--- src/verilog/l3c_pkg.sv ---
package l3c_pkg;

    localparam int GLB_AW  = 10;
    localparam int WORD_W  = 32;
    localparam int CNT_W   = 8;
    localparam int SCALE_W = 16;

    typedef logic [WORD_W-1:0]  word_t;      // glb, fifo and product data
    typedef logic [GLB_AW-1:0]  glb_addr_t;  // glb word address
    typedef logic [CNT_W-1:0]   cnt_t;       // words per lane
    typedef logic [SCALE_W-1:0] scale_t;     // pe multiplier

    // job level control
    typedef enum logic [1:0] {
        IDLE,
        RUN,
        DRAIN
    } ctrl_state_e;

    // lane regions sit back to back, lane l starts l*len words past base
    function automatic glb_addr_t lane_region(
        glb_addr_t   base,
        int unsigned lane,
        cnt_t        len
    );
        return base + glb_addr_t'(lane) * glb_addr_t'(len);
    endfunction

endpackage

--- src/verilog/glb_wb_if.sv ---
`timescale 1ns/100ps

interface glb_wb_if import l3c_pkg::*; ();

    logic      cyc;
    logic      stb;
    logic      we;
    glb_addr_t adr;
    word_t     dat_w;
    word_t     dat_r;   // valid with ack
    logic      ack;     // single cycle

    // lane controllers
    modport master (
        output cyc, stb, we, adr, dat_w,
        input  dat_r, ack
    );

    // glb arbiter side
    modport slave (
        input  cyc, stb, we, adr, dat_w,
        output dat_r, ack
    );

endinterface

--- src/verilog/ifmap_lane_ctrl.sv ---
`timescale 1ns/100ps

module ifmap_lane_ctrl import l3c_pkg::*; #(
    parameter int LANE_IDX = 0
) (
    input  logic      clk,
    input  logic      arst_n_i,
    input  logic      job_start_i,
    input  glb_addr_t ifmap_base_i,
    input  cnt_t      len_i,
    input  logic      fifo_afull_i,
    output logic      fifo_push_o,
    output word_t     fifo_wdata_o,
    glb_wb_if.master  bus
);

    glb_addr_t addr_q;
    cnt_t      remain_q;   // reads still to issue
    logic      req_q;      // cyc and stb

    assign bus.cyc   = req_q;
    assign bus.stb   = req_q;
    assign bus.we    = 1'b0;
    assign bus.adr   = addr_q;
    assign bus.dat_w = '0;     // read only master

    // ack data goes straight into the fifo
    assign fifo_push_o  = req_q & bus.ack;
    assign fifo_wdata_o = bus.dat_r;

    always_ff @(posedge clk) begin
        if (job_start_i) begin
            addr_q <= lane_region(ifmap_base_i, LANE_IDX, len_i);
        end else if (req_q && bus.ack) begin
            addr_q <= addr_q + 1'b1;
        end
    end

    always_ff @(posedge clk or negedge arst_n_i) begin
        if (!arst_n_i) begin
            req_q    <= 1'b0;
            remain_q <= '0;
        end else if (job_start_i) begin
            // fifo is empty at job start
            req_q    <= (len_i != '0);
            remain_q <= len_i;
        end else if (req_q) begin
            if (bus.ack) begin
                req_q    <= 1'b0;   // afull is rechecked next cycle
                remain_q <= remain_q - 1'b1;
            end
        end else if ((remain_q != '0) && !fifo_afull_i) begin
            req_q <= 1'b1;
        end
    end

    // a read is only issued below afull and only pops happen meanwhile
    a_no_push_afull: assert property (@(posedge clk) disable iff (!arst_n_i)
        fifo_push_o |-> !fifo_afull_i);

endmodule

--- src/flat_wrapper.sv ---
// flat-port wrapper written by rule: the top's interface ports become plain ports
module ifmap_lane_ctrl_flat import l3c_pkg::*;
#(
    parameter int LANE_IDX = 0
)
  (clk, arst_n_i, job_start_i, ifmap_base_i, len_i, fifo_afull_i, fifo_push_o, fifo_wdata_o, bus_cyc, bus_stb, bus_we, bus_adr, bus_dat_w, bus_dat_r, bus_ack);
  glb_wb_if bus_i ();
  input  logic clk;
  input  logic arst_n_i;
  input  logic job_start_i;
  input  glb_addr_t ifmap_base_i;
  input  cnt_t len_i;
  input  logic fifo_afull_i;
  output logic fifo_push_o;
  output word_t fifo_wdata_o;
  output wire logic [$bits(bus_i.cyc)-1:0] bus_cyc;
  output wire logic [$bits(bus_i.stb)-1:0] bus_stb;
  output wire logic [$bits(bus_i.we)-1:0] bus_we;
  output wire logic [$bits(bus_i.adr)-1:0] bus_adr;
  output wire logic [$bits(bus_i.dat_w)-1:0] bus_dat_w;
  input wire logic [$bits(bus_i.dat_r)-1:0] bus_dat_r;
  input wire logic [$bits(bus_i.ack)-1:0] bus_ack;
  assign bus_cyc = bus_i.cyc;
  assign bus_stb = bus_i.stb;
  assign bus_we = bus_i.we;
  assign bus_adr = bus_i.adr;
  assign bus_dat_w = bus_i.dat_w;
  assign bus_i.dat_r = bus_dat_r;
  assign bus_i.ack = bus_ack;
  ifmap_lane_ctrl #(.LANE_IDX(LANE_IDX)) u_core (.clk(clk), .arst_n_i(arst_n_i), .job_start_i(job_start_i), .ifmap_base_i(ifmap_base_i), .len_i(len_i), .fifo_afull_i(fifo_afull_i), .fifo_push_o(fifo_push_o), .fifo_wdata_o(fifo_wdata_o), .bus(bus_i));
endmodule
--- config.mk ---
export PLATFORM = sky130hd
export DESIGN_NAME = ifmap_lane_ctrl_flat
export DESIGN_NICKNAME = d
export VERILOG_FILES = /design/src/verilog/l3c_pkg.sv /design/src/verilog/glb_wb_if.sv /design/src/verilog/ifmap_lane_ctrl.sv /design/src/flat_wrapper.sv
export SDC_FILE = /design/constraint.sdc
export NUM_CORES = 1
export LEC_CHECK = 0
export CAP_MARGIN = 30
export CORE_MARGIN = 2
export CORE_UTILIZATION = 30
export CTS_CLUSTER_SIZE = 30
export DETAILED_ROUTE_END_ITERATION = 8
export DONT_BUFFER_PORTS = 1
export GPL_ROUTABILITY_DRIVEN = 0
export GPL_TIMING_DRIVEN = 0
export MAX_ROUTING_LAYER = met4
export PLACE_DENSITY_LB_ADDON = 0.2
export SLEW_MARGIN = 40
export SYNTH_ARGS = -nofsm -noshare
export SYNTH_HDL_FRONTEND = slang
export SYNTH_SLANG_ARGS = --single-unit
--- constraint.sdc ---
create_clock -name clk -period 2.9 [get_ports clk]
set_input_delay 0.145 -clock clk [delete_from_list [all_inputs] [get_ports clk]]
set_output_delay 0.145 -clock clk [all_outputs]
set_load 0.01 [all_outputs]
==> reports/summary.md, run 1 <==
• pin count of the biggest net entering global routing: 12
• overall via count from detail_route: 1,244
• highest clock frequency the design can meet: 0.574 GHz
• final setup violation count: 0
• outcome: complete, no violations
• R2R Path End: u_core.bus.adr[8]
• setup repair after global routing missed its margin: no
• synthesized instance count: 180
• part of the total power dissipated in combinational logic: 26.4%
• antenna diode instance count: 0
• TritonCTS clock tree: yes
• Clk pwr share: 25.3%
• Leakage Power: 0.000874 uW
• post-route cell area: 1860 um2
• Min-Delay Path Class: primary input to flip-flop
• clock transition at the register clock pins on the worst setup and hold paths after CTS: 0.08 ns
• type of origin of the critical path: flip-flop
• chip height: 77.0 um
• GR Overflow Total: 0
• R2R setup slack: 1.16 ns
• peak supply drop: 0.000148 V
• transition at the pin with the smallest max-transition slack: 0.505 ns
• Routed met1 length: 1.33 mm
• input/output buffers: 0
• proportion of register bits with asynchronous set or reset after synthesis: 47.4%
• deepest level of the CTS H-tree: 1
• hpwl dp: 2.77 mm
• core area: 5140 um2
• category of the worst setup path capture point: flip-flop
• CTS Root Cell: sky130_fd_sc_hd__clkbuf_8
• Worst Setup Path Type: flip-flop to flip-flop
• buffer count from post-CTS setup fixing: 0
• power density over the cells: 410 nW/um2
• top routing layer in use: met4
• sinks on the clock net: 19
• share of synthesized area occupied by flip-flops and latches: 32.8%
• clock buffers created by TritonCTS: 3
• delay of the slowest critical-path stage: 0.52 ns
• Hold Vio Cnt, Final: 0
• P&R area growth vs syn: 16.5%
• total internal power: 518 uW
• source of the worst hold timing path: len_i[4]
• Worst Path Arrival: 1.86 ns
• amount of wire on met2 after detailed routing: 1.69 mm
• sw frac: 32.3%
• Final Max Tran Viols: 0
• crit path time final: 1.74 ns
• wire length on met3: 462 um
• path depth of the worst reg2reg path: 4
• Placement Rows: 26
• total placed instance area: 1810 um2
• die footprint: 5930 um2
• switching power: 246 uW
• Hold Path End: u_core.remain_q[4]
• Critical-path top delay cell: sky130_fd_sc_hd__edfxtp_1
• DIE WIDTH: 77.0 um
• number of nets in the finished design: 276
• Yosys warning total: 0
• Worst Path Max Fanout: 6
• syn avg cell area: 8.89 um2
• area of the mapped netlist: 1600 um2
• Vias per Instance: 4.33
• Worst Skew: 0.00813 ns
• Skew-Pair Late Insertion Delay: 0.26 ns
• Remaining DRCs: 0
• Crit path required time: 3.02 ns
• via count of the first global-routing pass: 1,101
• Detailed Route Iter0 Violations: 33
• detailed-route wire length: 3.52 mm
• worst path cell trace: ha_1 > nand2_1 > or4_1 > a31oi_1
• instance count along the most critical hold path: 2
• flip-flop and latch count after synthesis: 19
• 1st-pass router iterations: 4
• Post-synth EDFFs: 10
• worst relative slew slack: 66.2%
• WL/cell: 12.3 um
• effective utilization at floorplan: 31.1%
• GRT Total Usage: 11.8%
• fraction of layout cells with a size suffix above 1: 35.5%
• summed negative setup slack over all endpoints: 0 ns
• top flip-flop cell by instance count after synthesis: sky130_fd_sc_hd__edfxtp_1
• antenna violations before repair: 0
• origin of the critical flop-to-flop path: u_core.bus.adr[0]
• power share of the sequential group: 48.3%
• total I/O pin count: 133
• Max Cap Viol: 0
• period utilisation layout: 60.1%
• wire length of the first global-routing pass: 5.38 mm
• number of distinct library cell variants in the gate-level netlist after synthesis: 31
• number of nets with antenna violations after routing: 0
• Clock Path Buffers: 2
==> cell usage in the layout (no fill, tap or decap), types with 3 or more instances in the layout <==
cell,instances
sky130_fd_sc_hd__dfrtp_1,9
sky130_fd_sc_hd__a31oi_1,5
sky130_fd_sc_hd__inv_1,3
sky130_fd_sc_hd__buf_4,66
sky130_fd_sc_hd__nand2_1,17
sky130_fd_sc_hd__o21ai_0,6
sky130_fd_sc_hd__nor2_1,6
sky130_fd_sc_hd__ha_1,3
sky130_fd_sc_hd__or4_1,11
sky130_fd_sc_hd__o211ai_1,6
sky130_fd_sc_hd__o31ai_1,5
sky130_fd_sc_hd__nand3_1,9
sky130_fd_sc_hd__clkbuf_8,3
sky130_fd_sc_hd__clkbuf_1,3
sky130_fd_sc_hd__conb_1,33
sky130_fd_sc_hd__edfxtp_1,10
==> per-layer routing <==
metal  vias up  GRT usage [%]
met5         -              -
met4         0           3.21
met3         4           6.35
met2        77           19.1
met1       555           12.5
li1        608              -
==> flip-flops by register name, summed over array words and instances, names as in the netlist <==
register and cells:
u_core.remain_q 8, u_core.bus.cyc 1, u_core.bus.adr 10
==> critical path: cells and delay by family (launching register included) <==
family | cells | cell delay, ns
compound gates | 1 | 0.17
fa+ha+maj | 1 | 0.27
flops | 1 | 0.52
simple gates | 2 | 0.64
==> kinds of logic (layout without fill, tap and decap cells) <==
group	count (synthesis)	in the layout	share of synthesized area (%)
simple gates	55	55	18.8
compound gates	22	22	8.99
flops	19	19	32.8
other cells	1	33	0.234
mux	3	3	2.03
fa+ha+maj	3	3	2.35
xor+xnor	4	4	2.19
buf+inv	73	78	32.6
==> synth_stat cells, types with 3 or more instances <==
master / number / area share (%)
sky130_fd_sc_hd__inv_1: 3 / 0.70
sky130_fd_sc_hd__o31ai_1: 5 / 2.3
sky130_fd_sc_hd__nor2_1: 6 / 1.4
sky130_fd_sc_hd__edfxtp_1: 10 / 19
sky130_fd_sc_hd__nand3_1: 9 / 2.8
sky130_fd_sc_hd__ha_1: 3 / 2.3
sky130_fd_sc_hd__buf_4: 66 / 31
sky130_fd_sc_hd__dfrtp_1: 9 / 14
sky130_fd_sc_hd__nand2_1: 17 / 4.0
sky130_fd_sc_hd__o21ai_0: 6 / 1.9
sky130_fd_sc_hd__o211ai_1: 6 / 2.8
sky130_fd_sc_hd__or4_1: 11 / 5.2
sky130_fd_sc_hd__clkbuf_1: 3 / 0.70
sky130_fd_sc_hd__a31oi_1: 5 / 2.0
==> stage by stage <==
step | setup WS, ns | instances | hold slack, ns | total power (uW) | utilization, %
after floorplan | 1.28 | 212 | -0.151 | 540 | -
final | 1.16 | 287 | 0.00871 | 764 | 36.3
after detailed placement | 1.19 | 282 | -0.150 | 571 | 35.2
after CTS | 1.16 | 287 | 0.00398 | 768 | 36.3
after global routing | 0.999 | 287 | 0.0164 | 813 | 36.3
after global placement | 1.18 | 282 | -0.150 | 570 | 35.2
==> layout make-up <==
class	instances	area [um2]
Clock buffer	3	41.3
Multi-Input combinational cell	120	673
Fill cell	575	3280
Timing Repair Buffer	1	10.0
Clock inverter	1	5.00
Inverter	4	15.0
Sequential cell	19	526
Buffer	69	507
Tap cell	70	87.6
==> power groups by stage <==
| stage | logic (uW) | clock network, uW | registers [uW] |
|---|---|---|---|
| finish | 202 | 193 | 369 |
| global route | 226 | 212 | 375 |
| CTS | 202 | 198 | 368 |
| detailed placement | 198 | 0 | 374 |
| global placement | 195 | 0 | 374 |
| floorplan | 178 | 0 | 362 |
==> worst max-delay path by stage <==
stage / from / end / slack [ns] / cells past startpoint
2_1_floorplan: u_core.remain_q[4] / u_core.remain_q[7] / 1.28 / 3
3_3_place_gp: u_core.bus.adr[0] / u_core.bus.adr[8] / 1.18 / 4
3_5_place_dp: u_core.bus.adr[0] / u_core.bus.adr[8] / 1.19 / 4
4_1_cts: u_core.bus.adr[0] / u_core.bus.adr[8] / 1.16 / 4
5_1_grt: u_core.bus.adr[0] / u_core.bus.adr[8] / 1.0 / 4
6_report: u_core.bus.adr[0] / u_core.bus.adr[8] / 1.16 / 4
==> timing repair <==
item                                   in CTS  in global routing
endpoints found under the hold margin       9                  0
hold buffers                                1                  0
resized for setup                           0                  0
setup endpoints to repair                   0                  0
Note: power is estimated with default switching activity, not from simulation.
==> run 2, diff against run 1 <==
Clock period 2.9 ns to 1.6 ns, I/O delays scaled along.
==> run 2 against run 1 <==
  * Register-to-register slack got worse by 1.2 ns
  * Critical path depth fell by 1
  * The run now ends with negative setup slack left
  * Sequential share of layout area decreased by 2.8 points
  * Final cell count increased by 6.3%
  * Highest routed layer unchanged
  * Combinational power rose by 110%
==> reports/summary.md, run 2 (same netlist as run 1, synthesis figures left out) <==
• summed negative setup slack over all endpoints: -0.0460 ns
• Setup WS post-layout: -0.0460 ns
• Max Cap Viol: 0
• clock buffers created by TritonCTS: 3
• commonest non-fill, non-tap cells in the layout: sky130_fd_sc_hd__buf_4, sky130_fd_sc_hd__conb_1, sky130_fd_sc_hd__nand2_1, sky130_fd_sc_hd__or4_1, sky130_fd_sc_hd__edfxtp_1
• Worst Path Arrival: 1.83 ns
• die footprint: 5930 um2
• Detailed Route Iter0 Violations: 12
• transition at the pin with the smallest max-transition slack: 0.517 ns
• Worst Skew: 0.00357 ns
• multi-input gate area in the final layout: 731 um2
• GR Overflow Total: 0
• Min-Delay Path Class: primary input to flip-flop
• worst relative slew slack: 65.5%
• Hold Vio Cnt, Final: 0
• wire length of the first global-routing pass: 5.87 mm
• number of nets in the finished design: 294
• antenna diode instance count: 0
• power share of the sequential group: 46.3%
• sw frac: 32.3%
• outcome: finished, violations left
• number of fillers in the final layout: 553
• core area: 5140 um2
• Crit path required time: 1.79 ns
• worst hold margin: 0.00696 ns
• effective utilization at floorplan: 31.1%
• category of the worst setup path capture point: flip-flop
• type of origin of the critical path: flip-flop
• Vias per Instance: 4.41
• total internal power: 984 uW
• Skew-Pair Late Insertion Delay: 0.26 ns
• DIE WIDTH: 77.0 um
• 1st-pass router iterations: 4
• period utilisation layout: 103%
• Final Core Density: 40.4%
• final setup violation count: 1
• number of nets with antenna violations after routing: 0
• deepest level of the CTS H-tree: 1
• Clock Path Buffers: 2
• sequential cell area: 527 um2
• total I/O pin count: 133
• GRT Total Usage: 12.7%
• detailed-route wire length: 3.74 mm
• Remaining DRCs: 0
• clock transition at the register clock pins on the worst setup and hold paths after CTS: 0.08 ns
• part of the total power dissipated in combinational logic: 29.7%
• P&R area growth vs syn: 29.9%
• overall via count from detail_route: 1,346
• highest clock frequency the design can meet: 0.608 GHz
• most frequent standard cell in the layout excluding fill and tap cells: sky130_fd_sc_hd__buf_4
• flip-flop count of the largest register, all copies and words added: 10
• Leakage Power: 0.000964 uW
• peak supply drop: 0.000281 V
• switching power: 470 uW
• chip height: 77.0 um
• hpwl dp: 2.78 mm
• input/output buffers: 0
• setup repair after global routing missed its margin: yes
• crit path time final: 1.65 ns
• fraction of layout cells with a size suffix above 1: 41.3%
• Clk pwr share: 24.0%
• power density over the cells: 699 nW/um2
• sinks on the clock net: 19
• antenna violations before repair: 0
• post-layout total power: 1450 uW
• TritonCTS clock tree: yes
• Worst Path Max Fanout: 3
• pin count of the biggest net entering global routing: 12
• dpl ws: -0.121 ns
• Worst Setup Path Type: flip-flop to flip-flop
• CTS Root Cell: sky130_fd_sc_hd__clkbuf_8
• Final Max Tran Viols: 0
• WL/cell: 12.2 um
• failing checks: negative setup slack
• via count of the first global-routing pass: 1,210
• Placement Rows: 26
run 2: critical path: stages (launching register included):
cell and delay [ns]:
sky130_fd_sc_hd__dfrtp_1 0.40, sky130_fd_sc_hd__or4_4 0.54, sky130_fd_sc_hd__or4_1 0.47, sky130_fd_sc_hd__a31oi_1 0.16
run 2: path summary, 6_finish.rpt:
path	startpoint	end	slack (ns)	cells after the start
worst max-delay path	u_core.remain_q[3]	u_core.remain_q[7]	-0.05	3
worst min-delay path	ifmap_base_i[7]	u_core.bus.adr[7]	0.007	2
worst max register to register	u_core.remain_q[3]	u_core.remain_q[7]	-0.05	3
worst min register to register	u_core.remain_q[2]	u_core.remain_q[2]	0.59	2
max in group asynchronous	arst_n_i	u_core.bus.cyc	1.08	1
min in group asynchronous	arst_n_i	u_core.remain_q[4]	0.19	1
run 2: power groups by stage:
stage | Clock [uW] | Sequential, uW | Combinational (uW)
after floorplan | 0 | 656 | 323
after global placement | 0 | 677 | 355
after detailed placement | 0 | 677 | 358
after CTS | 347 | 667 | 405
after global routing | 376 | 686 | 478
final | 349 | 674 | 431
run 2: per-stage QoR:
step           cells  area, um2
2_1_floorplan    212       1720
3_3_place_gp     282       1810
3_5_place_dp     282       1810
4_1_cts          301       2000
5_1_grt          305       2080
6_report         305       2080
run 2: area by class of cell:
cell class                 count  share of cell area [%]
buffer                        69                    24.4
clock buffer                   3                    1.99
tap                           70                    4.21
sequential                    19                    25.3
timing repair buffer          19                    7.95
inverter                       4                   0.722
multi-input combinational    120                    35.2
clock inverter                 1                   0.241
run 2: layer usage:
layer	vias up	global-route usage, %	wire length [um]
li1	645	-	-
met1	620	13.5	1350
met3	4	5.06	443
met4	0	2.50	21
met2	77	22.4	1920
met5	-	-	0
run 2: repair_timing:
| action | in CTS | in global routing |
|---|---|---|
| resized for setup | 4 | 9 |
| pin swaps | 6 | 7 |
| hold buffers | 9 | 0 |
| endpoints found under the hold margin | 17 | 0 |
| gates cloned | 0 | 0 |
| setup buffers | 6 | 4 |
| endpoints found under the setup margin | 5 | 18 |
==> run 3, diff against run 2 <==
Settings changed: CORE_ASPECT_RATIO set to 1.25, CORE_MARGIN 2 to 4.
==> run 3 against run 2 <==
  * The run still ends with negative setup slack left
  * Via count grew 0.97%
  * Setup slack lost 0.018 ns
  * Non-clock buffer count grew 3
  * Routed wire length grew 12%
  * Sequential power grew 0.6%
  * Maximum frequency shrank 1.1%
  * Design area grew 0.78%
  * Total power grew 1.8%
  * Combinational power grew 4%
  * Largest power group unchanged
==> reports/summary.md, run 3 (same netlist as run 1, synthesis figures left out) <==
• pin count of the biggest net entering global routing: 12
• setup repair after global routing missed its margin: yes
• Crit path required time: 1.79 ns
• Vias per Instance: 4.53
• commonest non-fill, non-tap cells in the layout: sky130_fd_sc_hd__buf_4, sky130_fd_sc_hd__conb_1, sky130_fd_sc_hd__nand2_1, sky130_fd_sc_hd__dlygate4sd3_1
• P&R area growth vs syn: 30.9%
• sinks on the clock net: 19
• TritonCTS clock tree: yes
• overall via count from detail_route: 1,359
• worst relative slew slack: 64.1%
• Worst Path Max Fanout: 5
• Critical-path top delay cell: sky130_fd_sc_hd__or4_4
• Placement Rows: 29
• DIE WIDTH: 73.3 um
• number of fillers in the final layout: 532
• Largest delay share family, worst path: simple AND/OR/NAND/NOR gates
• effective utilization at floorplan: 31.3%
• DP Cell Count: 274
• period utilisation layout: 104%
• Hold Vio Cnt, Final: 0
• core area: 5120 um2
• post-route cell area: 2090 um2
• Min-Delay Path Class: primary input to flip-flop
• outcome: finished, violations left
• final setup violation count: 2
• Final Core Density: 40.9%
• Skew-Pair Late Insertion Delay: 0.26 ns
• power density over the cells: 707 nW/um2
• number of cells in the finished layout apart from fillers: 300
• Remaining DRCs: 0
• Final Max Tran Viols: 0
• Leakage Power: 0.000970 uW
• peak supply drop: 0.000567 V
• Max Cap Viol: 0
• via count of the first global-routing pass: 1,220
• type of origin of the critical path: flip-flop
• category of the worst setup path capture point: flip-flop
• GRT Total Usage: 11.9%
• WL/cell: 13.9 um
• Worst Setup Path Type: flip-flop to flip-flop
• failing checks: negative setup slack
• number of nets in the finished design: 297
• antenna violations before repair: 0
• Worst Skew: 0.00584 ns
• worst path cell trace: or4_4 > or4_1 > a31oi_1
• post-layout total power: 1480 uW
• chip height: 89.7 um
• number of nets with antenna violations after routing: 0
• Detailed Route Iter0 Violations: 45
• flip-flop count of the largest register, all copies and words added: 10
• dpl ws: -0.109 ns
• input/output buffers: 0
• fraction of layout cells with a size suffix above 1: 39.5%
• buffers and inverters on the worst path: 0
• GR Overflow Total: 0
• hpwl dp: 3.09 mm
• Clock Path Buffers: 2
• clock buffers created by TritonCTS: 3
• clock transition at the register clock pins on the worst setup and hold paths after CTS: 0.07 ns
• highest clock frequency the design can meet: 0.601 GHz
• detailed-route wire length: 4.18 mm
• transition at the pin with the smallest max-transition slack: 0.538 ns
• delay of the slowest critical-path stage: 0.50 ns
• total placed instance area: 1800 um2
• 1st-pass router iterations: 4
• antenna diode instance count: 0
• total I/O pin count: 133
• Setup WS post-layout: -0.0637 ns
• wire length of the first global-routing pass: 5.79 mm
• Worst Path Arrival: 1.85 ns
• CTS Root Cell: sky130_fd_sc_hd__clkbuf_8
• die footprint: 6570 um2
• deepest level of the CTS H-tree: 1
• most frequent standard cell in the layout excluding fill and tap cells: sky130_fd_sc_hd__buf_4
• crit path time final: 1.66 ns
==> run 3: stage by stage <==
stage	TNS, ns	hold slack (ns)
final	-0.101	0.00690
after CTS	-0.122	0.000827
after global placement	-0.173	-0.215
after floorplan	0	-0.216
after detailed placement	-0.186	-0.215
after global routing	-0.258	0.000601
==> run 3: worst register-to-register path, stage by stage (launching register included) <==
cell	delay [ns]
sky130_fd_sc_hd__dfrtp_1	0.44
sky130_fd_sc_hd__or4_4	0.50
sky130_fd_sc_hd__or4_1	0.48
sky130_fd_sc_hd__a31oi_1	0.17
==> run 3: layout make-up <==
type | instances | area, um2 | area share (%)
Multi-Input combinational cell | 120 | 722 | 34.5
Sequential cell | 19 | 526 | 25.1
Clock buffer | 3 | 41.3 | 1.97
Tap cell | 62 | 77.6 | 3.70
Buffer | 69 | 507 | 24.2
Timing Repair Buffer | 22 | 201 | 9.62
Clock inverter | 1 | 5.00 | 0.239
Inverter | 4 | 15.0 | 0.717
==> run 3: power by group <==
group / switching (uW) / internal [uW] / total (uW)
Clock: 182 / 174 / 356
Combinational: 210 / 237 / 447
Sequential: 94.7 / 583 / 678
==> run 3: repair_timing <==
action / CTS / global route
endpoints found under the hold margin: 20 / 1
pin swaps: 4 / 9
setup buffers: 6 / 3
endpoints found under the setup margin: 5 / 17
gates resized for setup: 4 / 9
hold buffers: 12 / 1
==> run 3: layer usage <==
layer	global-route usage [%]	wire length [um]	share of wire, %
met1	12.6	1450	35
met2	20.7	2100	50
met3	4.45	590	14
met4	2.97	40	0.96
met5	-	0	0
==> run 3: final timing paths <==
path,from,slack (ns),cells after the start,endpoint
worst max-delay path,u_core.remain_q[3],-0.06,3,u_core.remain_q[7]
worst min-delay path,len_i[7],0.007,2,u_core.remain_q[7]
worst max register to register,u_core.remain_q[3],-0.06,3,u_core.remain_q[7]
worst min register to register,u_core.remain_q[7],0.58,2,u_core.remain_q[7]
max in group asynchronous,arst_n_i,1.10,1,u_core.remain_q[3]
min in group asynchronous,arst_n_i,0.19,1,u_core.remain_q[6]
